**src/source/periph_pkg.sv**
```systemverilog
//////////////////////////////////////////////////////////////////////
// Peripheral subsystem package
// Bus request and response structs, bus operation and device select
// enums, the address map, the register offsets of the devices and
// the byte-lane merge used by every writable register
//////////////////////////////////////////////////////////////////////

package periph_pkg;

  localparam int unsigned BusAddrWidth = 32;
  localparam int unsigned BusDataWidth = 32;
  localparam int unsigned BusBeWidth   = BusDataWidth / 8;

  typedef enum logic {
    OpRead  = 1'b0,
    OpWrite = 1'b1
  } bus_op_e;

  typedef struct packed {
    bus_op_e                 op;
    logic [BusAddrWidth-1:0] addr;
    logic [BusBeWidth-1:0]   be;
    logic [BusDataWidth-1:0] wdata;
  } bus_req_t; // 69 bits

  typedef struct packed {
    logic [BusDataWidth-1:0] rdata;
    logic                    err;
  } bus_rsp_t; // 33 bits

  typedef enum logic [1:0] {
    DevSram  = 2'd0,
    DevGpio  = 2'd1,
    DevTimer = 2'd2,
    DevNone  = 2'd3
  } dev_sel_e;

  //////////////////////////////////////////////////////////////////////
  // Address map
  //////////////////////////////////////////////////////////////////////

  localparam logic [BusAddrWidth-1:0] SramBase      = 32'h0010_0000;
  localparam logic [BusAddrWidth-1:0] GpioBase      = 32'h8000_0000;
  localparam logic [BusAddrWidth-1:0] TimerBase     = 32'h8004_0000;
  localparam logic [BusAddrWidth-1:0] DevRegionMask = 32'hFFFF_0000; // 64 KiB per device

  localparam int unsigned RegAddrWidth = 8;

  // GPIO registers
  localparam logic [RegAddrWidth-1:0] GpioOutOffset = 8'h00;
  localparam logic [RegAddrWidth-1:0] GpioInOffset  = 8'h04;

  // Timer registers
  localparam logic [RegAddrWidth-1:0] TimerMtimeLoOffset = 8'h00;
  localparam logic [RegAddrWidth-1:0] TimerMtimeHiOffset = 8'h04;
  localparam logic [RegAddrWidth-1:0] TimerCmpLoOffset   = 8'h08;
  localparam logic [RegAddrWidth-1:0] TimerCmpHiOffset   = 8'h0C;
  localparam logic [RegAddrWidth-1:0] TimerCtrlOffset    = 8'h10;

  // Replace only the enabled byte lanes of the old word
  function automatic logic [BusDataWidth-1:0] be_merge(
    input logic [BusDataWidth-1:0] old_data,
    input logic [BusDataWidth-1:0] new_data,
    input logic [BusBeWidth-1:0]   be
  );
    logic [BusDataWidth-1:0] merged;
    merged = old_data;
    for (int i = 0; i < BusBeWidth; i++) begin
      if (be[i]) begin
        merged[8*i +: 8] = new_data[8*i +: 8];
      end
    end
    return merged;
  endfunction

endpackage

```
**src/source/timer_device.sv**
```systemverilog
//////////////////////////////////////////////////////////////////////
// Machine timer
// 64-bit mtime counter and mtimecmp compare register, each written a
// half at a time, with an enable bit and a registered interrupt
//////////////////////////////////////////////////////////////////////

`timescale 1ns/1ps

module timer_device import periph_pkg::*; (
  input  logic                    clk_sys_i,
  input  logic                    rst_sys_ni,
  input  logic                    req_i,
  input  bus_req_t                dev_req_i,
  output logic [BusDataWidth-1:0] rdata_o,
  output logic                    timer_irq_o
);

  logic [63:0]             mtime_q;
  logic [63:0]             mtimecmp_q;
  logic                    enable_q;
  logic [RegAddrWidth-1:0] offset;
  logic                    wr_en;
  logic [BusDataWidth-1:0] rdata_d;

  assign offset = dev_req_i.addr[RegAddrWidth-1:0];
  assign wr_en  = req_i & (dev_req_i.op == OpWrite);

  //////////////////////////////////////////////////////////////////////
  // Counter
  //////////////////////////////////////////////////////////////////////

  // A bus write to either half wins over the increment
  always_ff @(posedge clk_sys_i or negedge rst_sys_ni) begin
    if (!rst_sys_ni) begin
      mtime_q <= '0;
    end else if (wr_en && offset == TimerMtimeLoOffset) begin
      mtime_q[31:0] <= be_merge(mtime_q[31:0], dev_req_i.wdata, dev_req_i.be);
    end else if (wr_en && offset == TimerMtimeHiOffset) begin
      mtime_q[63:32] <= be_merge(mtime_q[63:32], dev_req_i.wdata, dev_req_i.be);
    end else if (enable_q) begin
      mtime_q <= mtime_q + 64'd1;
    end
  end

  // Compare and control
  always_ff @(posedge clk_sys_i or negedge rst_sys_ni) begin
    if (!rst_sys_ni) begin
      mtimecmp_q <= '1; // Far future, no interrupt
      enable_q   <= 1'b0;
    end else if (wr_en) begin
      case (offset)
        TimerCmpLoOffset: begin
          mtimecmp_q[31:0] <= be_merge(mtimecmp_q[31:0], dev_req_i.wdata, dev_req_i.be);
        end
        TimerCmpHiOffset: begin
          mtimecmp_q[63:32] <= be_merge(mtimecmp_q[63:32], dev_req_i.wdata, dev_req_i.be);
        end
        TimerCtrlOffset: begin
          if (dev_req_i.be[0]) begin
            enable_q <= dev_req_i.wdata[0];
          end
        end
        default: ;
      endcase
    end
  end

  always_ff @(posedge clk_sys_i or negedge rst_sys_ni) begin
    if (!rst_sys_ni) begin
      timer_irq_o <= 1'b0;
    end else begin
      timer_irq_o <= enable_q & (mtime_q >= mtimecmp_q);
    end
  end

  //////////////////////////////////////////////////////////////////////
  // Read port
  //////////////////////////////////////////////////////////////////////

  always_comb begin
    case (offset)
      TimerMtimeLoOffset: rdata_d = mtime_q[31:0];
      TimerMtimeHiOffset: rdata_d = mtime_q[63:32];
      TimerCmpLoOffset:   rdata_d = mtimecmp_q[31:0];
      TimerCmpHiOffset:   rdata_d = mtimecmp_q[63:32];
      TimerCtrlOffset:    rdata_d = {{(BusDataWidth-1){1'b0}}, enable_q};
      default:            rdata_d = '0;
    endcase
  end

  always_ff @(posedge clk_sys_i or negedge rst_sys_ni) begin
    if (!rst_sys_ni) begin
      rdata_o <= '0;
    end else if (req_i) begin
      rdata_o <= (dev_req_i.op == OpRead) ? rdata_d : '0;
    end
  end

endmodule

```
**config.mk**
```make
export PLATFORM = sky130hd
export DESIGN_NAME = timer_device
export DESIGN_NICKNAME = d
export VERILOG_FILES = /design/src/source/periph_pkg.sv /design/src/source/timer_device.sv
export SDC_FILE = /design/constraint.sdc
export NUM_CORES = 1
export LEC_CHECK = 0
export CORE_MARGIN = 2
export CORE_UTILIZATION = 59
export DETAILED_ROUTE_END_ITERATION = 6
export DONT_BUFFER_PORTS = 1
export PLACE_DENSITY = 0.9
export REMOVE_ABC_BUFFERS = 1
export SYNTH_ARGS = -nofsm -noshare
export SYNTH_HDL_FRONTEND = slang
export SYNTH_SLANG_ARGS = --single-unit
export TNS_END_PERCENT = 1
```
**constraint.sdc**
```tcl
create_clock -name clk_sys_i -period 2.3 [get_ports clk_sys_i]
set_input_delay 0.115 -clock clk_sys_i [delete_from_list [all_inputs] [get_ports clk_sys_i]]
set_output_delay 0.115 -clock clk_sys_i [all_outputs]
set_load 0.02 [all_outputs]
```
==> impl_metrics.toml <==
[timing]
worstMarginPinSlew_ns = 0.514
slew_headroom_pct = 65.7
fin_crit_ns = 2.48
finClkSkew_ns = 0.00753
hold_viol_final = 162
drv_slew = 0
fin_ws_ns = -0.175
fmax_ghz = 0.404
finalSetupViolCount = 5
fin_crit_sh_pct = 108
fin_worst_hold_slack_ns = -0.634
rsz0062_at_grt = "true"

[synth]
synthArstFlopShare_pct = 100
yosysSeqAreaShare_pct = 39.0
synth_edf_count = 0
ys_ff_latch = 162
synth_area_per_cell_um2 = 9.50
syn_area_mm2 = 0.0106
synth.distinct_cells = 63
syn_inst = 1117
ys.warnings.count = 0
yosys_most_used_dff = "dfrtp_1"

[placement]
dp_hpwl_mm = 22.9
pre_cts_ws_ns = -0.247
io_buffers = 0
place_congestion = 1.08

[run_status]
outcome = "finished with violations"
violations = "design-rule violations, negative hold slack, negative setup slack"

[global_routing]
grt_pass1_vias = 10200
track_usage_pct = 36.1
grt-ovfl-total = 0
antenna_found_initial = 0
grt_pass1_wl_mm = 54.8
grt_max_degree = 163

[floorplanning]
rows = 49
core_area_mm2 = 0.0178
design.die.area_mm2 = 0.0191
ios = 105
die_x_um = 138
dieHeight_um = 138
start_util_pct = 59.7

[critical_path]
arrival_ns = 2.86
crit_type = "reg -> reg"
r2r_slack_ns = -0.18
crit_fanout = 3
cp-start-kind = "flop"
cp-end-kind = "flop"
reg2reg_depth = 7
worstPathRequired_ns = 2.69

[clock_tree]
cts_hold_buf = 41
cts_tree = "done"
cts_buffer_depth = 2
clock_latency_ns = 0.45
cts_buffers = 17
h-tree-depth = 4
cts_root_buffer = "clkbuf_16"
path_clk_slew_ns = 0.07
clock_sinks = 162

[routing]
drt_pass1_iterations = 7
routed_wl_mm = 35.0
antenna_left = 0
wl_per_cell_um = 23.3
vias_per_cell = 6.88
route.detailed.drc = 32
drt-initial-drc-count = 1623
vias = 10300

[min_path]
hp-class = "in -> async"

[finish]
area_delta_synth_final_pct = 22.5
final_nets = 1395
layout-drive-gt1-share_pct = 30.7
num_antenna_cells = 0

[power_and_ir_drop]
power_density_mw_per_mm2 = 507
p_leak_nw = 5.41
total_power_mw = 6.59
vdd_ir_drop_max_uv = 503

[flow_run]
maxCapViolCount = 0
through the flow:
stage / instance area (um2) / hold WS [ns] / util (%) / setup TNS (ns) / cells
after floorplan: 10400 / -0.181 / - / -13.20 / 1069
after CTS: 12900 / -0.643 / 72.3 / -0.146 / 1497
after detailed placement: 11700 / -0.176 / 65.6 / -0.492 / 1422
after global routing: 13000 / -0.646 / 73.1 / -1.24 / 1500
after global placement: 11700 / -0.176 / 65.6 / -0.0903 / 1422
final: 13000 / -0.634 / 73.1 / -0.361 / 1500
layer usage:
layer	up-vias	global-route usage, %	wire [um]
li1	4378	-	-
met1	4895	45.5	12500
met2	814	57.7	16000
met3	240	9.14	4020
met4	0	19.2	2440
met5	-	0	0
worst paths after layout:
check                                      startpoint                         end
max in group asynchronous                  rst_sys_ni  mtimecmp_q[42]$_DFFE_PN1P_
setup / recovery           mtimecmp_q[31]$_DFFE_PN1P_       timer_irq_o$_DFF_PN0_
setup reg to reg           mtimecmp_q[31]$_DFFE_PN1P_       timer_irq_o$_DFF_PN0_
min in group clk_sys_i                  dev_req_i[17]     mtime_q[17]$_DFFE_PN0P_
hold / removal                             rst_sys_ni     rdata_o[21]$_DFFE_PN0P_
hold reg to reg                mtime_q[8]$_DFFE_PN0P_      mtime_q[8]$_DFFE_PN0P_
placed cells by master, fill, tap and decap left out, types with 4 or more instances in the layout:
cell type,count
nand2_1,67
and4_1,6
o22a_1,19
nor4_2,4
o22ai_1,43
a21oi_1,107
mux4_2,32
buf_12,7
a21oi_4,5
nor2_2,5
dfrtp_1,94
o32ai_1,4
dfrtp_2,4
or3_1,6
nor2_1,78
and2_1,6
o31ai_1,4
o21ai_0,45
o21a_1,5
inv_1,127
clkbuf_16,17
ha_4,4
nand3_1,46
ha_1,60
nor3_2,4
nand3_2,6
inv_2,4
dfstp_2,64
a211oi_1,5
a41oi_1,5
buf_4,123
bufinv_16,5
nor3_1,19
nand4_1,29
mux2_2,65
a31oi_1,17
dlygate4sd3_1,40
a21o_1,7
and3_1,18
registers in the layout, indices dropped and copies added (netlist names):
| name | cells |
|---|---|
| enable_q | 1 |
| mtime_q | 64 |
| rdata_o | 32 |
| timer_irq_o | 1 |
| mtimecmp_q | 64 |
cell usage after synthesis, types with 4 or more instances:
library cell  instances  area (um2)
or4_1                 4        30.0
nand3_1              52         260
o22ai_1              43         269
ha_1                 65         813
a211oi_1              5        37.5
o31ai_1               4        30.0
o21a_1                5        37.5
buf_2                 8        40.0
inv_1               131         492
buf_4                 4        30.0
mux4_2               32         721
a21o_1                7        52.6
and3_1               20         125
o21ai_0              46         230
dfstp_2              64        1680
nor2_1               83         312
and4_1                7        61.3
mux2_2               65         732
nor4_1                6        37.5
nand2_1              69         259
nand4_1              29         181
dfrtp_1              98        2450
a31oi_1              17         106
and2_1                6        37.5
nor3_1               24         120
clkbuf_1             26        97.6
a21oi_4               5        81.3
o22a_1               19         166
or3_1                 7        43.8
o32ai_1               6        52.6
buf_6                 4        45.0
a21oi_1             108         541
buf_1                 6        22.5
a41oi_1               5        43.8
area by class of cell:
| type | count | area (um2) |
|---|---|---|
| clock buffer | 19 | 443 |
| clock inverter | 13 | 206 |
| tap | 229 | 287 |
| multi-input combinational | 776 | 5970 |
| fill | 1162 | 4780 |
| inverter | 131 | 492 |
| sequential | 162 | 4140 |
| timing repair buffer | 170 | 1460 |
what timing repair did:
action | 4_1_cts | 5_1_grt
pin swaps | 3 | 8
cloned | 0 | 0
buffers inserted | 2 | 3
endpoints found under the setup margin | 15 | 37
resized for setup | 21 | 28
hold endpoints to repair | 319 | 162
power breakdown:
group / internal, mW / switching (mW) / leakage, nW
combinational: 0.226 / 0.230 / 3.08
clock: 1.95 / 1.23 / 0.313
sequential: 2.90 / 0.0464 / 2.01
worst max-delay path: stages (launching register included):
cell and delay (ns):
dfstp_2 0.54, inv_1 0.04, ha_1 0.32, nand4_1 0.17
or4_4 0.55, or4_4 0.53, a21oi_2 0.13, o31a_1 0.13
kinds of logic (layout without fill, tap and decap cells):
kind of cell,Yosys count,after routing,share of synthesized area (%)
adders and majority gates,65,65,7.67
DFF,162,162,39.0
muxes,98,98,13.8
and+or+nand+nor,324,324,15.4
buffers and inverters,179,333,6.85
AOI/OAI and AO/OA,289,289,17.3
No activity file was read; power rests on OpenSTA's default activity.
