===== config.mk =====
export PLATFORM = sky130hd
export DESIGN_NAME = gpio_device
export DESIGN_NICKNAME = d
export VERILOG_FILES = /design/src/source/periph_pkg.sv /design/src/source/gpio_device.sv
export SDC_FILE = /design/constraint.sdc
export NUM_CORES = 1
export LEC_CHECK = 0
export ABC_CLOCK_PERIOD_IN_PS = 800
export BUFFER_PORTS_ARGS = -buffer_cell sky130_fd_sc_hd__clkbuf_2
export CAP_MARGIN = 20
export CORE_MARGIN = 3
export CORE_UTILIZATION = 40
export DETAILED_ROUTE_END_ITERATION = 6
export PLACE_DENSITY = 0.75
export SLEW_MARGIN = 10
export SYNTH_ARGS = -nofsm -noshare
export SYNTH_HDL_FRONTEND = slang
export SYNTH_SLANG_ARGS = --single-unit
export TNS_END_PERCENT = 5

===== constraint.sdc =====
create_clock -name clk_sys_i -period 0.8 [get_ports clk_sys_i]
set_input_delay 0.04 -clock clk_sys_i [delete_from_list [all_inputs] [get_ports clk_sys_i]]
set_output_delay 0.04 -clock clk_sys_i [all_outputs]
set_load 0.01 [all_outputs]

===== src/source/periph_pkg.sv =====
//////////////////////////////////////////////////////////////////////
// Peripheral subsystem package
// Bus request and response structs, bus operation and device select
// enums, the address map, the register offsets of the devices and
// the byte-lane merge used by every writable register
//////////////////////////////////////////////////////////////////////

package periph_pkg;

  localparam int unsigned BusAddrWidth = 32;
  localparam int unsigned BusDataWidth = 32;
  localparam int unsigned BusBeWidth   = BusDataWidth / 8;

  typedef enum logic {
    OpRead  = 1'b0,
    OpWrite = 1'b1
  } bus_op_e;

  typedef struct packed {
    bus_op_e                 op;
    logic [BusAddrWidth-1:0] addr;
    logic [BusBeWidth-1:0]   be;
    logic [BusDataWidth-1:0] wdata;
  } bus_req_t; // 69 bits

  typedef struct packed {
    logic [BusDataWidth-1:0] rdata;
    logic                    err;
  } bus_rsp_t; // 33 bits

  typedef enum logic [1:0] {
    DevSram  = 2'd0,
    DevGpio  = 2'd1,
    DevTimer = 2'd2,
    DevNone  = 2'd3
  } dev_sel_e;

  //////////////////////////////////////////////////////////////////////
  // Address map
  //////////////////////////////////////////////////////////////////////

  localparam logic [BusAddrWidth-1:0] SramBase      = 32'h0010_0000;
  localparam logic [BusAddrWidth-1:0] GpioBase      = 32'h8000_0000;
  localparam logic [BusAddrWidth-1:0] TimerBase     = 32'h8004_0000;
  localparam logic [BusAddrWidth-1:0] DevRegionMask = 32'hFFFF_0000; // 64 KiB per device

  localparam int unsigned RegAddrWidth = 8;

  // GPIO registers
  localparam logic [RegAddrWidth-1:0] GpioOutOffset = 8'h00;
  localparam logic [RegAddrWidth-1:0] GpioInOffset  = 8'h04;

  // Timer registers
  localparam logic [RegAddrWidth-1:0] TimerMtimeLoOffset = 8'h00;
  localparam logic [RegAddrWidth-1:0] TimerMtimeHiOffset = 8'h04;
  localparam logic [RegAddrWidth-1:0] TimerCmpLoOffset   = 8'h08;
  localparam logic [RegAddrWidth-1:0] TimerCmpHiOffset   = 8'h0C;
  localparam logic [RegAddrWidth-1:0] TimerCtrlOffset    = 8'h10;

  // Replace only the enabled byte lanes of the old word
  function automatic logic [BusDataWidth-1:0] be_merge(
    input logic [BusDataWidth-1:0] old_data,
    input logic [BusDataWidth-1:0] new_data,
    input logic [BusBeWidth-1:0]   be
  );
    logic [BusDataWidth-1:0] merged;
    merged = old_data;
    for (int i = 0; i < BusBeWidth; i++) begin
      if (be[i]) begin
        merged[8*i +: 8] = new_data[8*i +: 8];
      end
    end
    return merged;
  endfunction

endpackage


===== src/source/gpio_device.sv =====
//////////////////////////////////////////////////////////////////////
// GPIO device
// Output register driving gp_o and a two-flop synchroniser on gp_i,
// both readable over the bus
//////////////////////////////////////////////////////////////////////

`timescale 1ns/1ps

module gpio_device import periph_pkg::*; #(
  parameter int unsigned GpiWidth = 13,
  parameter int unsigned GpoWidth = 24
) (
  input  logic                    clk_sys_i,
  input  logic                    rst_sys_ni,
  input  logic                    req_i,
  input  bus_req_t                dev_req_i,
  output logic [BusDataWidth-1:0] rdata_o,
  input  logic [GpiWidth-1:0]     gp_i,
  output logic [GpoWidth-1:0]     gp_o
);

  logic [GpoWidth-1:0]     gpo_q;
  logic [GpiWidth-1:0]     gpi_meta_q;
  logic [GpiWidth-1:0]     gpi_sync_q;
  logic [RegAddrWidth-1:0] offset;
  logic [BusDataWidth-1:0] wide_gpo;
  logic [BusDataWidth-1:0] rdata_d;

  assign offset   = dev_req_i.addr[RegAddrWidth-1:0];
  assign wide_gpo = BusDataWidth'(gpo_q);

  always_ff @(posedge clk_sys_i or negedge rst_sys_ni) begin
    if (!rst_sys_ni) begin
      gpo_q <= '0;
    end else if (req_i && dev_req_i.op == OpWrite && offset == GpioOutOffset) begin
      gpo_q <= GpoWidth'(be_merge(wide_gpo, dev_req_i.wdata, dev_req_i.be));
    end
  end

  assign gp_o = gpo_q;

  // Input synchroniser, two cycles of lag
  always_ff @(posedge clk_sys_i or negedge rst_sys_ni) begin
    if (!rst_sys_ni) begin
      gpi_meta_q <= '0;
      gpi_sync_q <= '0;
    end else begin
      gpi_meta_q <= gp_i;
      gpi_sync_q <= gpi_meta_q;
    end
  end

  always_comb begin
    case (offset)
      GpioOutOffset: rdata_d = wide_gpo;
      GpioInOffset:  rdata_d = BusDataWidth'(gpi_sync_q);
      default:       rdata_d = '0;
    endcase
  end

  always_ff @(posedge clk_sys_i or negedge rst_sys_ni) begin
    if (!rst_sys_ni) begin
      rdata_o <= '0;
    end else if (req_i) begin
      rdata_o <= (dev_req_i.op == OpRead) ? rdata_d : '0;
    end
  end

endmodule


==> summary.txt, run 1 <==
Netlist cell types = 18
met3 wire length = 476 µm
Root Driver = clkbuf_8
DIE AREA = 7650 µm²
input/output buffers = 99
HP Class = in2async
CP endpoint kind = flop
Die X = 87.5 µm
Synth area leaders = dfrtp_1, mux2_2, mux2i_1
area grow syn2layout = 52.7%
Clk Latency, worst-skew pair = 330 ps
final worst path period share = 118%
row count = 29
cells along the critical path = buf_6 -> nor4b_4 -> buf_4 -> nand4_4 -> buf_8 -> mux2_4
CTS tree = built
Layout fillers = 483
max_cap viols = 0
number of global-route vias before repair = 1963
Initial Util = 41.6%
Post-Route WL = 6420 µm
most frequent cells in the layout = clkbuf_2, dfrtp_1, dlygate4sd3_1
Startpoint Class = primary input
Synth async-reset ratio = 100%
Slew Limit Fails = 0
largest net degree at the start of global routing = 23
FF-to-FF path depth = 2
final setup vio count = 96
cell area after synthesis = 2650 µm²
Final Skew = 7.76 ps
ratio of cells with drive above 1 in the final layout = 51.5%
Avg Cell Area, Syn = 16.6 µm²
Core Util, Final = 63.4%
setup slack after layout = -148 ps
Core Area = 6390 µm²
initial antenna violation count = 0
predominant post-synthesis flop cell = dfrtp_1
min cycle time layout = 948 ps
CTS buffer count = 9
Seq cells post-synth = 74
GRT Total Usage = 18.0%
DR iter-0 viols = 45
WL per Instance = 16.0 µm
internal reg-to-reg setup slack = -120 ps
Arr. time, crit path = 1170 ps
clock slew at reported path FFs = 80 ps
most common cell after layout, fill and taps aside = clkbuf_2
Worst R2R End = gp_o[2]$_DFFE_PN0P_
Worst EP required = 1020 ps
status = complete, but fails checks
Setup crit start = dev_req_i[42]
failing checks = negative setup slack
metal2 WL = 3190 µm
PwrDens = 1820 nW/µm²
Post-Syn Instances = 160
Pre-antenna DRT Iters = 4
DIE HEIGHT = 87.5 µm
Final GP Congestion = 0.683
top cell type's share of synthesized area = 69.8%
drt via density = 4.75
fmax = 1060 MHz
CP max stage delay = 300 ps
placed cell count = 343
# DRC = 0
critical path class = in2reg
sequential area share after synthesis = 69.8%
fin cells = 401
global route overflow = 0
RSZ-0062 raised after global routing = yes
slowest cell on the critical path = mux2_4
Yosys warnings = 0
Worst VDD drop = 0.00116 V
CTS sink count = 74
first-pass GRT wire length = 10100 µm
CTS Buffer Depth = 2
CTS H-tree depth = 3
M1 WL = 2700 µm
hpwl dp = 4200 µm
final hold violation count = 0
number of synthesized flops with an enable pin = 0
I/O Pins = 141
via count = 1904
top sig layer = met4
n_diodes = 0
area leader, netlist = dfrtp_1
LEAKAGE = 0.00215 µW
R2R Path Start = gp_o[2]$_DFFE_PN0P_
ANT nets after route = 0
nets = 404
Max FO, Critical Path = 8
-- synth_stat cells, types with 2 or more instances --
library cell	n
dfrtp_1	74
mux2_2	24
mux2i_1	13
o2bb2ai_1	13
a22o_1	11
buf_4	8
clkbuf_1	3
nand4_2	3
buf_2	2
-- per-layer routing --
metal	up-vias	track usage, %
met5	-	0
met3	6	6.15
li1	885	-
met2	73	28.2
met4	0	5.02
met1	940	23.8
-- area by class of cell --
type	instances	area (µm²)	area share (%)
tap	77	96.3	2.38
clock inverter	5	52.6	1.30
inverter	1	3.75	0.0926
clock buffer	11	151	3.74
timing repair buffer	155	1100	27.1
multi-input combinational	78	796	19.6
sequential	74	1850	45.7
-- repair_timing --
item | 4_1_cts | 5_1_grt
hold buffers | 38 | 0
buffers inserted | 4 | 0
pin swaps | 4 | 12
endpoints found under the setup margin | 96 | 96
hold endpoints to repair | 111 | 0
gates resized for setup | 6 | 13
-- registers in the layout, indices dropped and copies added, names as in the netlist --
| register | flops |
|---|---|
| gp_o | 24 |
| rdata_o | 24 |
| gpi_meta_q | 13 |
| gpi_sync_q | 13 |
-- per-stage QoR --
stage	power (µW)	setup WS [ps]	TNS (ps)	cell area [µm²]	hold slack, ps
2_1_floorplan	4080	-330	-13090	2690	-256
3_3_place_gp	4360	-518	-22450	3360	-43.0
3_5_place_dp	4380	-545	-24390	3360	-43.3
4_1_cts	7450	-140	-9220	4000	134
5_1_grt	7720	-205	-13510	4050	152
6_report	7370	-148	-8910	4050	141
-- cells by family after synthesis --
kind of cell / synth area share (%)
flip-flops: 69.8
multiplexers: 15.1
AO/OA/AOI/OAI: 7.92
buffers and inverters: 3.35
AND/OR/NAND/NOR: 3.72
other: 0.141
-- worst max path at each step --
stage                           endpoint  cells past startpoint
detailed placement  gp_o[13]$_DFFE_PN0P_                      6
CTS                           rdata_o[1]                      1
finish               gp_o[3]$_DFFE_PN0P_                      6
floorplan            gp_o[0]$_DFFE_PN0P_                      3
global route        gp_o[13]$_DFFE_PN0P_                      6
global placement    gp_o[12]$_DFFE_PN0P_                      6
-- critical path: cells and delay by family --
| family | cells | cell delay [ps] |
|---|---|---|
| buffers and inverters | 3 | 460 |
| multiplexers | 1 | 300 |
| AND/OR/NAND/NOR | 2 | 370 |
-- power breakdown --
| part | leakage [µW] | total [µW] | switching (µW) | internal [µW] |
|---|---|---|---|---|
| Combinational | 0.00107 | 614 | 273 | 340 |
| Sequential | 0.000973 | 3860 | 32.7 | 3820 |
| Clock | 0.000105 | 2900 | 1310 | 1590 |
No activity file was read; power rests on OpenSTA's default activity.
==> inputs of run 2 (changes only) <==
--- a/config.mk
+++ b/config.mk
@@ -16,4 +16,3 @@
 export SYNTH_ARGS = -nofsm -noshare
 export SYNTH_HDL_FRONTEND = slang
 export SYNTH_SLANG_ARGS = --single-unit
-export TNS_END_PERCENT = 5
==> summary.txt, run 2 (synthesis results as in run 1) <==
input/output buffers = 99 (unchanged)
DIE AREA = 7650 µm² (unchanged)
Die X = 87.5 µm (unchanged)
final worst path period share = 117% (was 118%)
clock slew at reported path FFs = 70 ps (was 80 ps)
Top delay family on crit path = buffers and inverters (unchanged)
DR iter-0 viols = 42 (was 45)
Final GP Congestion = 0.668 (was 0.683)
I/O Pins = 141 (unchanged)
Pre-antenna DRT Iters = 4 (unchanged)
WP buf/inv = 3 (unchanged)
fmax = 1060 MHz (about the same)
number of global-route vias before repair = 2184 (was 1963)
FF-to-FF path depth = 2 (unchanged)
Final Skew = 8.78 ps (was 7.76 ps)
RSZ-0062 raised after global routing = yes (unchanged)
slowest cell on the critical path = mux2_4 (unchanged)
GRT Total Usage = 18.4% (was 18.0%)
CTS sink count = 74 (unchanged)
nets = 438 (was 404)
CTS tree = built (unchanged)
global route overflow = 0 (unchanged)
Clk Latency, worst-skew pair = 330 ps (about the same)
PwrDens = 1670 nW/µm² (was 1820 nW/µm²)
Hold Path Depth = 3
Storage cell area = 1850 µm² (unchanged)
Post-Route WL = 6690 µm (was 6420 µm)
cells along the critical path = clkbuf_2 -> nor4_4 -> buf_6 -> nand4_4 -> buf_8 -> mux2_4 (was buf_6 -> nor4b_4 -> buf_4 -> nand4_4 -> buf_8 -> mux2_4)
Initial Util = 41.6% (unchanged)
DIE HEIGHT = 87.5 µm (unchanged)
critical path class = in2reg (unchanged)
CP endpoint kind = flop (unchanged)
Root Driver = clkbuf_8 (unchanged)
setup TNS = -8320 ps (was -8910 ps)
CTS Buffer Depth = 2 (unchanged)
Slew Limit Fails = 0 (unchanged)
most common cell after layout, fill and taps aside = clkbuf_2 (unchanged)
n_diodes = 0 (unchanged)
placed cell count = 340 (was 343)
area grow syn2layout = 66.6% (was 52.7%)
fin cells = 435 (was 401)
status = complete, but fails checks (unchanged)
max_cap viols = 0 (unchanged)
LEAKAGE = 0.00235 µW (was 0.00215 µW)
drt via density = 4.65 (was 4.75)
ANT nets after route = 0 (unchanged)
Worst EP required = 1020 ps (about the same)
Min Hold Slack = 149 ps (was 141 ps)
Max FO, Critical Path = 8 (unchanged)
# DRC = 0 (unchanged)
Worst VDD drop = 0.00116 V (about the same)
Startpoint Class = primary input (unchanged)
critical path depth = 6 (unchanged)
HP Class = in2reg (was in2async)
Arr. time, crit path = 1160 ps (was 1170 ps)
row count = 29 (unchanged)
min cycle time layout = 940 ps (was 948 ps)
failing checks = negative setup slack (unchanged)
final setup vio count = 96 (unchanged)
Layout fillers = 443 (was 483)
CTS buffer count = 9 (unchanged)
first-pass GRT wire length = 10500 µm (was 10100 µm)
WL per Instance = 15.4 µm (was 16.0 µm)
final hold violation count = 0 (unchanged)
ratio of cells with drive above 1 in the final layout = 58.4% (was 51.5%)
hpwl dp = 3790 µm (was 4200 µm)
CTS H-tree depth = 3 (unchanged)
most frequent cells in the layout = clkbuf_2, dfrtp_1, dlygate4sd3_1 (unchanged)
setup slack after layout = -140 ps (was -148 ps)
initial antenna violation count = 0 (unchanged)
CP max stage delay = 300 ps (about the same)
internal reg-to-reg setup slack = -120 ps (about the same)
via count = 2022 (was 1904)
Core Area = 6390 µm² (unchanged)
area of the multi-input gates = 863 µm² (was 796 µm²)
largest net degree at the start of global routing = 75 (was 23)
==> run 2: cell types whose count changed in the layout (fill, tap and decap cells not counted), sizes merged <==
cell	previous run	this run
buf	20	59
clkbuf	108	102
and3	1	2
==> run 2: area by class of cell <==
type                       count  share of cell area, %
sequential                    74                   41.9
timing repair buffer         188                   31.7
multi-input combinational     79                   19.5
clock buffer                  11                   3.42
tap                           77                   2.18
clock inverter                 5                   1.19
inverter                       1                 0.0849
==> run 2: per-layer routing <==
layer	track usage [%]	vias up	routed length, µm
li1	-	958	-
met1	22.2	986	2690
met2	31.1	72	3530
met3	4.16	6	401
met4	8.37	0	63
met5	0	-	0
==> run 2: tightest hold or removal path: stages <==
cell and delay (ps):
clkbuf_2 100, nand4_4 150, mux2_2 160
==> run 2: worst paths after layout <==
| check | start | end |
|---|---|---|
| setup / recovery | dev_req_i[43] | gp_o[2]$_DFFE_PN0P_ |
| hold / removal | dev_req_i[34] | gp_o[18]$_DFFE_PN0P_ |
| setup reg to reg | gp_o[0]$_DFFE_PN0P_ | gp_o[0]$_DFFE_PN0P_ |
| hold reg to reg | gpi_meta_q[0]$_DFF_PN0_ | gpi_sync_q[0]$_DFF_PN0_ |
| max in group asynchronous | rst_sys_ni | rdata_o[10]$_DFFE_PN0P_ |
| min in group asynchronous | rst_sys_ni | gpi_meta_q[1]$_DFF_PN0_ |
==> run 2: through the flow <==
step / instance area, µm² / total power (µW) / utilization, % / setup WS [ps]
floorplan: 2760 / 4090 / - / -330
finish: 4420 / 7380 / 69.2 / -140
CTS: 4280 / 7440 / 67.1 / -141
global route: 4420 / 7710 / 69.2 / -178
global placement: 3380 / 4350 / 52.9 / -520
detailed placement: 3380 / 4360 / 52.9 / -591
==> run 2: timing repair <==
action | in CTS | in global routing
hold endpoints to repair | 111 | 0
pin swaps | 21 | 8
hold buffers | 38 | 0
gates resized for setup | 16 | 25
endpoints found under the setup margin | 83 | 96
gates cloned | 0 | 1
setup buffers | 33 | 7
==> run 2: where the power goes <==
group / total, µW / leakage (µW) / switching, µW / internal [µW]
clock network: 2880 / 0.000105 / 1290 / 1590
registers: 3850 / 0.000973 / 30.8 / 3820
logic: 641 / 0.00127 / 287 / 354
