**config.mk**
```make
export PLATFORM = sky130hd
export DESIGN_NAME = bus_decoder
export DESIGN_NICKNAME = d
export VERILOG_FILES = /design/src/source/periph_pkg.sv /design/src/source/bus_decoder.sv
export SDC_FILE = /design/constraint.sdc
export NUM_CORES = 1
export LEC_CHECK = 0
export ABC_AREA = 0
export BUFFER_PORTS_ARGS = -buffer_cell sky130_fd_sc_hd__buf_2
export CORE_AREA = 10 10 99 101
export CTS_CLUSTER_SIZE = 40
export DETAILED_ROUTE_END_ITERATION = 12
export DIE_AREA = 0 0 109 111
export PLACE_DENSITY = 0.68
export SYNTH_ARGS = -nofsm -noshare
export SYNTH_HDL_FRONTEND = slang
export SYNTH_SLANG_ARGS = --single-unit
```
**constraint.sdc**
```tcl
create_clock -name clk_sys_i -period 2.55 [get_ports clk_sys_i]
set_clock_uncertainty 0.1 [all_clocks]
set_input_delay 0.3825 -clock clk_sys_i [delete_from_list [all_inputs] [get_ports clk_sys_i]]
set_output_delay 0.3825 -clock clk_sys_i [all_outputs]
set_load 0.01 [all_outputs]
```
**src/source/periph_pkg.sv**
```systemverilog
//////////////////////////////////////////////////////////////////////
// Peripheral subsystem package
// Bus request and response structs, bus operation and device select
// enums, the address map, the register offsets of the devices and
// the byte-lane merge used by every writable register
//////////////////////////////////////////////////////////////////////

package periph_pkg;

  localparam int unsigned BusAddrWidth = 32;
  localparam int unsigned BusDataWidth = 32;
  localparam int unsigned BusBeWidth   = BusDataWidth / 8;

  typedef enum logic {
    OpRead  = 1'b0,
    OpWrite = 1'b1
  } bus_op_e;

  typedef struct packed {
    bus_op_e                 op;
    logic [BusAddrWidth-1:0] addr;
    logic [BusBeWidth-1:0]   be;
    logic [BusDataWidth-1:0] wdata;
  } bus_req_t; // 69 bits

  typedef struct packed {
    logic [BusDataWidth-1:0] rdata;
    logic                    err;
  } bus_rsp_t; // 33 bits

  typedef enum logic [1:0] {
    DevSram  = 2'd0,
    DevGpio  = 2'd1,
    DevTimer = 2'd2,
    DevNone  = 2'd3
  } dev_sel_e;

  //////////////////////////////////////////////////////////////////////
  // Address map
  //////////////////////////////////////////////////////////////////////

  localparam logic [BusAddrWidth-1:0] SramBase      = 32'h0010_0000;
  localparam logic [BusAddrWidth-1:0] GpioBase      = 32'h8000_0000;
  localparam logic [BusAddrWidth-1:0] TimerBase     = 32'h8004_0000;
  localparam logic [BusAddrWidth-1:0] DevRegionMask = 32'hFFFF_0000; // 64 KiB per device

  localparam int unsigned RegAddrWidth = 8;

  // GPIO registers
  localparam logic [RegAddrWidth-1:0] GpioOutOffset = 8'h00;
  localparam logic [RegAddrWidth-1:0] GpioInOffset  = 8'h04;

  // Timer registers
  localparam logic [RegAddrWidth-1:0] TimerMtimeLoOffset = 8'h00;
  localparam logic [RegAddrWidth-1:0] TimerMtimeHiOffset = 8'h04;
  localparam logic [RegAddrWidth-1:0] TimerCmpLoOffset   = 8'h08;
  localparam logic [RegAddrWidth-1:0] TimerCmpHiOffset   = 8'h0C;
  localparam logic [RegAddrWidth-1:0] TimerCtrlOffset    = 8'h10;

  // Replace only the enabled byte lanes of the old word
  function automatic logic [BusDataWidth-1:0] be_merge(
    input logic [BusDataWidth-1:0] old_data,
    input logic [BusDataWidth-1:0] new_data,
    input logic [BusBeWidth-1:0]   be
  );
    logic [BusDataWidth-1:0] merged;
    merged = old_data;
    for (int i = 0; i < BusBeWidth; i++) begin
      if (be[i]) begin
        merged[8*i +: 8] = new_data[8*i +: 8];
      end
    end
    return merged;
  endfunction

endpackage

```
**src/source/bus_decoder.sv**
```systemverilog
//////////////////////////////////////////////////////////////////////
// Bus decoder
// Decodes the host address into a device select, strobes the chosen
// device on acceptance and returns its read data as the response.
// Unmapped addresses answer with an error.
//////////////////////////////////////////////////////////////////////

`timescale 1ns/1ps

module bus_decoder import periph_pkg::*; (
  input  logic                    clk_sys_i,
  input  logic                    rst_sys_ni,

  // Host side
  input  logic                    req_valid_i,
  output logic                    req_ready_o,
  input  bus_req_t                req_i,
  output logic                    rsp_valid_o,
  input  logic                    rsp_ready_i,
  output bus_rsp_t                rsp_o,

  // Device side
  output bus_req_t                dev_req_o,
  output logic                    sram_req_o,
  output logic                    gpio_req_o,
  output logic                    timer_req_o,
  input  logic [BusDataWidth-1:0] sram_rdata_i,
  input  logic [BusDataWidth-1:0] gpio_rdata_i,
  input  logic [BusDataWidth-1:0] timer_rdata_i
);

  logic                    rsp_pending_q;
  logic                    accept;
  logic [BusAddrWidth-1:0] region;
  dev_sel_e                sel_d;
  dev_sel_e                sel_q;

  //////////////////////////////////////////////////////////////////////
  // Request side
  //////////////////////////////////////////////////////////////////////

  // Free slot, or the slot empties this cycle
  assign req_ready_o = ~rsp_pending_q | rsp_ready_i;
  assign accept      = req_valid_i & req_ready_o;

  assign region = req_i.addr & DevRegionMask;

  always_comb begin
    case (region)
      SramBase:  sel_d = DevSram;
      GpioBase:  sel_d = DevGpio;
      TimerBase: sel_d = DevTimer;
      default:   sel_d = DevNone;
    endcase
  end

  // Shared request, address cut down to the offset inside the window
  assign dev_req_o = '{
    op:    req_i.op,
    addr:  req_i.addr & ~DevRegionMask,
    be:    req_i.be,
    wdata: req_i.wdata
  };

  assign sram_req_o  = accept & (sel_d == DevSram);
  assign gpio_req_o  = accept & (sel_d == DevGpio);
  assign timer_req_o = accept & (sel_d == DevTimer);

  //////////////////////////////////////////////////////////////////////
  // Response side
  //////////////////////////////////////////////////////////////////////

  always_ff @(posedge clk_sys_i or negedge rst_sys_ni) begin
    if (!rst_sys_ni) begin
      rsp_pending_q <= 1'b0;
      sel_q         <= DevNone;
    end else if (accept) begin
      rsp_pending_q <= 1'b1; // Back-to-back, old response taken this cycle
      sel_q         <= sel_d;
    end else if (rsp_ready_i) begin
      rsp_pending_q <= 1'b0;
    end
  end

  assign rsp_valid_o = rsp_pending_q;

  // Device read data holds until its next strobe, so the mux stays stable
  always_comb begin
    rsp_o = '0;
    case (sel_q)
      DevSram:  rsp_o.rdata = sram_rdata_i;
      DevGpio:  rsp_o.rdata = gpio_rdata_i;
      DevTimer: rsp_o.rdata = timer_rdata_i;
      default:  rsp_o.err   = 1'b1; // Unmapped
    endcase
  end

endmodule

```
==> results.toml, run 1 <==
[logic_synthesis]
synth_cell_types = 26
synth.area.top_cells = "buf_4 (38%), mux2i_1 (22%), nand2_1 (8.4%), o21ai_1 (6.8%), o21ai_0 (4.1%)"
ys_ff_latch = 3
synth_top_cell_by_area = "buf_4"
ys_seq_area_share_pct = 5.268
synth_area_um2 = 1473
synth_top_area_share_pct = 37.72
synthCells = 207
yosys_warnings = 0
syn_area_per_cell_um2 = 7.114

[placed_design]
gp_congestion = 0.8294
hpwl_um = 5847
io_buffers = 153

[layout]
drive_gt1_share_pct = 55.26
synthToLayoutAreaGrowth_pct = 29.91
final_common_cell = "buf_2"
final_cell_mix = "buf_2 (153), nand2_1 (33), mux2i_1 (32)"
fin_util_pct = 24.01
fin_nets = 474
n_antenna_cell = 0

[floorplan]
die_area_um2 = 12100
die_w_um = 109
die_y_um = 111
core_um2 = 7969
ioPinCount = 276
rows = 33
start_util_pct = 18.48

[detailed_routing]
antenna_left = 0
dr.pass1.iters = 4
viasPerCell = 4.154
drc = 0
via_count = 1699
wl_per_cell_um = 16.42
wirelength_um = 6715
drtIter0Drc = 55

[clock_network]
clkTransAtPathRegs_ns = 0.03
cts_buffers = 3
root_buffer = "clkbuf_8"
numClockSinks = 3
cts_buffer_depth = 2
clk_latency_ns = 0.21
cts_tree = "built"
ctsResizeCount = 0
htreeDepth = 1

[grt]
grt_pass1_vias = 1819
grt_max_degree = 35
grt_pass1_wl_um = 9356
antenna_found_initial = 0
grt.overflow.total = 0
grt.total_usage_pct = 9.601

[worst_setup_path]
startpoint_type = "flip-flop"
endpoint_kind = "primary output"
cp_data_required_time_ns = 2.07
critPathKind = "reg2out"
cp_max_fo = 25
cp.arrival_ns = 1.68

[timing]
max_freq_ghz = 0.4629
maxSlewViolCount = 0
fin_setup_tns_ns = 0
finalCriticalPeriod_ns = 2.160
finalSetupViolCount = 0
fin_crit_sh_pct = 84.71
grt_setup_unrepaired = "no"
hold_slack_ns = 0.3477
hold_viol = 0

[flow_run]
drv_cap = 0

[power_and_ir_drop]
power.density_nw_per_um2 = 168.8
ir_drop_mv = 0.1385
p_leak_nw = 1.230

[hold_path]
min_path_type = "in2reg"

[status]
status = "finished clean"
-- path summary, 6_finish.rpt --
kind / start / to / slack [ns] / cells after the start
max: sel_q[1] / rsp_o[18] / 0.39 / 4
min: req_valid_i / rsp_valid_o / 0.35 / 2
max reg2reg: sel_q[1] / sel_q[1] / 1.22 / 3
min reg2reg: rsp_valid_o / rsp_valid_o / 0.54 / 2
max in group asynchronous: rst_sys_ni / sel_q[0] / 1.73 / 2
min in group asynchronous: rst_sys_ni / rsp_valid_o / 0.43 / 2
-- state kept, by name, summed over array words and instances (netlist names) --
signal	cells
sel_q	2
rsp_valid_o	1
-- through the flow --
step | instance area, um2 | power [mW] | instances | worst slack, ns
after floorplan | 1529 | 0.1921 | 222 | 0.8666
after detailed placement | 1858 | 0.1871 | 404 | 0.5706
after global routing | 1913 | 0.3502 | 409 | 0.2690
after CTS | 1913 | 0.3284 | 409 | 0.3476
after global placement | 1858 | 0.1836 | 404 | 0.5864
final | 1913 | 0.3229 | 409 | 0.3899
-- kinds of logic after synthesis --
family	count (synthesis)	share of synthesized area, %
other	1	0.2546
AND/OR/NAND/NOR	54	19.20
buffers and inverters	80	40.78
flip-flops	3	5.267
AO/OA/AOI/OAI	37	12.74
multiplexers	32	21.75
-- power by group --
group	internal, mW	switching, mW	total (mW)
Clock	0.106	0.0282	0.135
Sequential	0.0492	0.000508	0.0497
Combinational	0.0803	0.0585	0.139
-- critical path, cell delays in order (launching register included) --
cell and delay [ns]:
dfstp_2 0.54, buf_4 0.39, mux2i_1 0.30, o21ai_1 0.08, buf_2 0.15
-- synthesized netlist by cell type --
| cell | count |
|---|---|
| a31oi_1 | 2 |
| nor2b_1 | 1 |
| nand3b_1 | 1 |
| nand3_2 | 1 |
| and2_1 | 2 |
| a21oi_1 | 3 |
| o21ai_1 | 20 |
| nand4b_1 | 1 |
| dfstp_2 | 2 |
| o21ai_0 | 12 |
| buf_6 | 3 |
| nor3_1 | 3 |
| nor4_4 | 1 |
| nor4_1 | 2 |
| or2b_1 | 1 |
| dfrtp_1 | 1 |
| buf_4 | 74 |
| nand2b_1 | 3 |
| conb_1 | 1 |
| clkbuf_1 | 3 |
| nor4_2 | 1 |
| nor2_1 | 2 |
| or3b_2 | 1 |
| and4_2 | 1 |
| mux2i_1 | 32 |
| nand2_1 | 33 |
-- per-layer routing --
metal / vias up / share of wire [%] / global-route usage [%] / wire length, um
met3: 30 / 16 / 4.709 / 1071
met1: 729 / 32 / 8.249 / 2168
li1: 814 / - / - / -
met2: 126 / 47 / 17.17 / 3171
met4: 0 / 4.5 / 5.805 / 303
met5: - / 0 / 0 / 0
-- cell type report --
cell class | instances | area (um2)
timing repair buffer | 158 | 805.8
sequential | 3 | 77.57
tap | 105 | 131.4
clock buffer | 4 | 45.04
fill | 888 | 6056
multi-input combinational | 139 | 853.3
-- repair_timing --
action                                 CTS  global route
hold buffers                             1             0
endpoints found under the hold margin    1             0
buffers inserted                         0             0
Power figures use the tool's default switching activity.
==> run 2, diff against run 1 <==
- CORE_AREA: 10 10 99 101 -> 10 10 100 102
- DIE_AREA: 0 0 109 111 -> 0 0 110 112
- PLACE_DENSITY: 0.68 -> 0.69
- clock period: 2.55 -> 1.93 ns (I/O delays scaled with it)
==> run 2 against run 1 <==
Against the previous run: clock power up 32%; non-clock buffer count increased by 3; count of clock-buffer cells in the layout unchanged; largest power group unchanged; global-route usage shrank 0.18 points; hold slack got worse by 0.076 ns.
==> results.toml, run 2 (synthesis results as in run 1) <==
[detailed_routing]
viasPerCell = 4.240
drc = 0
dr.pass1.iters = 4
drtIter0Drc = 62
wirelength_um = 7006
antenna_left = 0
wl_per_cell_um = 16.96
via_count = 1751

[layout]
largest-register = "sel_q"
synthToLayoutAreaGrowth_pct = 35.60
fin_nets = 477
fin_cells = 413
largest_reg_flops = 2
drive_gt1_share_pct = 56.68
final_common_cell = "buf_2"
multi_input_area_um2 = 869.6
n_fill_cell = 910
fin_util_pct = 24.80
final_cell_mix = "buf_2 (153), nand2_1 (33), mux2i_1 (29)"
seqCellArea_um2 = 77.57

[placed_design]
io_buffers = 153
place_inst = 404
gp_congestion = 0.8969
hpwl_um = 5992

[floorplan]
start_util_pct = 18.29
die_w_um = 110
die_area_um2 = 12320
rows = 33
core_um2 = 8051
die_y_um = 112
ioPinCount = 276

[worst_setup_path]
cp_data_required_time_ns = 1.54
cp_max_fo = 16
critPathKind = "reg2out"
startpoint_type = "flip-flop"
crit_chain = "buf_12 -> mux2i_2 -> o21ai_1 -> buf_2"
slowest_stage = "dfstp_2"
cp.arrival_ns = 1.53
endpoint_kind = "primary output"
slowest_delay_ns = 0.60

[power_and_ir_drop]
ir_drop_mv = 0.1544
p_leak_nw = 1.251
power.density_nw_per_um2 = 216.4

[timing]
grt_setup_unrepaired = "yes"
max_freq_ghz = 0.5197
fin_crit_sh_pct = 99.69
finalSetupViolCount = 0
maxSlewViolCount = 0
finalCriticalPeriod_ns = 1.924
hold_viol = 0
hold_slack_ns = 0.2718

[grt]
grt_max_degree = 35
antenna_found_initial = 1
grt.total_usage_pct = 9.421
grt.overflow.total = 0
grt_pass1_vias = 1885
grt_pass1_wl_um = 9321

[clock_network]
cts_buffers = 3
root_buffer = "clkbuf_8"
numClockSinks = 3
clk_latency_ns = 0.21
htreeDepth = 1
cts_tree = "built"
clkTransAtPathRegs_ns = 0.03
cts_buffer_depth = 2

[flow_run]
drv_cap = 0

[hold_path]
min_path_type = "in2reg"

[status]
status = "finished clean"
[run 2: cell types whose count changed in the layout (fill, tap and decap cells not counted)]
cell and change:
nor2b_2 -1, diode_2 +1, buf_12 +2, o21ai_0 -2, mux2i_1 -3, nor2b_4 +1
clkbuf_16 +1, mux2i_2 +3, o21ai_1 +2
[run 2: layer usage]
layer | track usage (%) | share of wire, % | vias up | routed length, um
li1 | - | - | 814 | -
met1 | 8.215 | 32 | 765 | 2243
met2 | 16.41 | 47 | 132 | 3284
met3 | 5.306 | 16 | 40 | 1100
met4 | 5.382 | 5.4 | 0 | 377
met5 | 0 | 0 | - | 0
[run 2: worst paths after layout]
kind | startpoint | end | slack (ns) | cells after the start
max in group asynchronous | rst_sys_ni | sel_q[1] | 1.23 | 2
hold reg to reg | rsp_valid_o | rsp_valid_o | 0.57 | 2
setup / recovery | sel_q[1] | rsp_o[13] | 0.006 | 4
hold / removal | req_valid_i | rsp_valid_o | 0.27 | 2
min in group asynchronous | rst_sys_ni | rsp_valid_o | 0.30 | 2
setup reg to reg | sel_q[1] | sel_q[1] | 0.56 | 4
[run 2: timing repair]
| action | CTS | global route |
|---|---|---|
| buffers inserted | 0 | 2 |
| hold buffers | 1 | 0 |
| gates resized for setup | 1 | 5 |
| setup endpoints to repair | 5 | 28 |
| pin swaps | 0 | 0 |
| hold endpoints to repair | 3 | 0 |
| cloned | 0 | 1 |
[run 2: cell type report]
type                       instances  share of cell area, %
antenna                            1                 0.1253
multi-input combinational        139                  43.55
clock buffer                       4                  2.256
timing repair buffer             161                  43.61
sequential                         3                  3.885
tap                              105                  6.579
[run 2: worst max-delay path, delay by kind of cell, from the launching register on]
| family | cells | cell delay [ns] |
|---|---|---|
| AO/OA/AOI/OAI | 1 | 0.09 |
| buffers and inverters | 2 | 0.35 |
| flip-flops | 1 | 0.60 |
| multiplexers | 1 | 0.27 |
[run 2: power by group]
group	internal (mW)	switching, mW	leakage, nW	total, mW
Combinational	0.108	0.0814	1.20	0.189
Sequential	0.0650	0.000593	0.0318	0.0656
Clock	0.140	0.0372	0.0228	0.178
Total	0.313	0.119	1.25	0.432
[run 2: through the flow]
| stage | area (um2) | power [mW] | worst slack [ns] | setup TNS, ns |
|---|---|---|---|---|
| after detailed placement | 1883 | 0.2499 | 0.1874 | 0 |
| after global routing | 1997 | 0.4689 | -0.05049 | -0.3066 |
| after global placement | 1883 | 0.2439 | 0.2115 | 0 |
| after CTS | 1942 | 0.4353 | -0.02513 | -0.09111 |
| final | 1997 | 0.4321 | 0.005915 | 0 |
| after floorplan | 1529 | 0.2538 | 0.3396 | 0 |
==> run 3, diff against run 2 <==
- CORE_AREA: 10 10 100 102 -> 10 10 99 101
- DIE_AREA: 0 0 110 112 -> 0 0 109 111
- PLACE_DENSITY: 0.69 -> 0.68
- clock period: 1.93 -> 2.3 ns (I/O delays scaled with it)
==> run 3 against run 2 <==
Against the previous run: setup slack improved by 0.30 ns; final area is 2.8% lower; core utilization is 0.45 points lower; total power shrank 17%; flip-flop and latch count did not move; non-clock buffer count down 3; count of clock-buffer cells in the layout unchanged; wire length down 6.2%; critical path type unchanged; critical endpoint is now rsp_o[1].
==> results.toml, run 3 (synthesis results as in run 1) <==
[detailed_routing]
antenna_left = 0
wirelength_um = 6573
viasPerCell = 4.073
drtIter0Drc = 54
wl_per_cell_um = 16.03
via_count = 1670
drc = 0
dr.pass1.iters = 3

[floorplan]
start_util_pct = 18.48
die_y_um = 111
rows = 33
die_area_um2 = 12100
ioPinCount = 276
core_um2 = 7969
die_w_um = 109

[grt]
grt_pass1_vias = 1840
gr-usage-met1_pct = 8.896
met2_usage_pct = 16.05
grt_busiest_layer = "met2"
antenna_found_initial = 1
grt.overflow.total = 0
met3_usage_pct = 4.244
grt_pass1_wl_um = 9390
grt_max_degree = 35
grt.total_usage_pct = 9.546

[timing]
maxSlewViolCount = 0
max_freq_ghz = 0.5020
fin_setup_tns_ns = 0
hold_viol = 0
fin_crit_sh_pct = 86.62
finalSetupViolCount = 0
finalCriticalPeriod_ns = 1.992
grt_setup_unrepaired = "no"

[worst_setup_path]
crit_chain = "nor2b_2 -> buf_12 -> nand2_1 -> o21ai_0 -> buf_2"
cp_top_family = "flip-flops"
startpoint_type = "flip-flop"
cp.arrival_ns = 1.55
slowest_delay_ns = 0.51
slowest_stage = "dfstp_2"
cp_max_fo = 28
endpoint_kind = "primary output"
critPathKind = "reg2out"
path_buf_inv = 2
cp_data_required_time_ns = 1.86

[layout]
fin_nets = 474
fin_cells = 410
drive_gt1_share_pct = 55.26
final_common_cell = "buf_2"
largest-register = "sel_q"
largest_reg_flops = 2
final_cell_mix = "buf_2 (153), nand2_1 (33), mux2i_1 (32)"
synthToLayoutAreaGrowth_pct = 31.78

[power_and_ir_drop]
ir_drop_mv = 0.1853
p_leak_nw = 1.239
total_power_mw = 0.3592
power.density_nw_per_um2 = 185.1

[clock_network]
cts_buffers = 3
root_buffer = "clkbuf_8"
cts_buffer_depth = 2
numClockSinks = 3
clk_latency_ns = 0.21
post_cts_buffers = 0
cts_tree = "built"
htreeDepth = 1
clkTransAtPathRegs_ns = 0.03

[status]
status = "finished clean"

[hold_path]
min_path_type = "in2reg"

[placed_design]
io_buffers = 153
place_inst = 404
gp_congestion = 0.8359
hpwl_um = 5843

[flow_run]
drv_cap = 0
==> run 3: changes by cell type in the layout (fill, tap and decap cells not counted) <==
cell,before,now
mux2i_1,29,32
mux2i_2,3,0
buf_4,4,2
o21ai_0,10,12
o21ai_1,22,20
clkbuf_16,1,0
nor2b_2,0,1
nor2b_4,1,0
==> run 3: cell type report <==
type                       count  area (um2)
tap                          105       131.4
clock buffer                   4       45.04
sequential                     3       77.57
timing repair buffer         158       830.8
multi-input combinational    139       853.3
fill                         902        6028
antenna                        1       2.502
==> run 3: repair_timing <==
action | in CTS | in global routing
hold buffers | 1 | 0
hold endpoints to repair | 3 | 0
endpoints found under the setup margin | 0 | 0
resized for setup | 0 | 0
==> run 3: worst reg2reg max path, stage by stage (launching register included) <==
cell and delay [ns]:
dfstp_2 0.51, buf_4 0.32, a21oi_1 0.07, a31oi_1 0.16
==> run 3: through the flow <==
| step | worst slack (ns) | hold WS, ns | util, % | area (um2) |
|---|---|---|---|---|
| 3_3_place_gp | 0.4885 | 0.03920 | 23.63 | 1883 |
| 4_1_cts | 0.2801 | 0.3048 | 24.32 | 1938 |
| 5_1_grt | 0.1627 | 0.3211 | 24.35 | 1941 |
| 2_1_floorplan | 0.6541 | -0.05059 | - | 1529 |
| 6_report | 0.3078 | 0.3054 | 24.35 | 1941 |
| 3_5_place_dp | 0.4282 | 0.04399 | 23.63 | 1883 |
==> run 3: final timing paths <==
check                             from          end  slack (ns)  cells after the start
min reg2reg                rsp_valid_o  rsp_valid_o        0.54                      2
max in group asynchronous   rst_sys_ni     sel_q[1]        1.52                      2
min                        req_valid_i  rsp_valid_o        0.31                      2
min in group asynchronous   rst_sys_ni  rsp_valid_o        0.38                      2
max reg2reg                   sel_q[0]     sel_q[0]        1.06                      3
max                           sel_q[0]     rsp_o[1]        0.31                      5
==> run 3: per-layer routing <==
metal | wire [um] | share of wire [%]
met1 | 2221 | 34
met2 | 3005 | 46
met3 | 962 | 15
met4 | 384 | 5.8
met5 | 0 | 0
==> run 3: where the power goes <==
part           internal (mW)  switching, mW
registers             0.0545       0.000525
clock network          0.118         0.0322
logic                 0.0890         0.0649
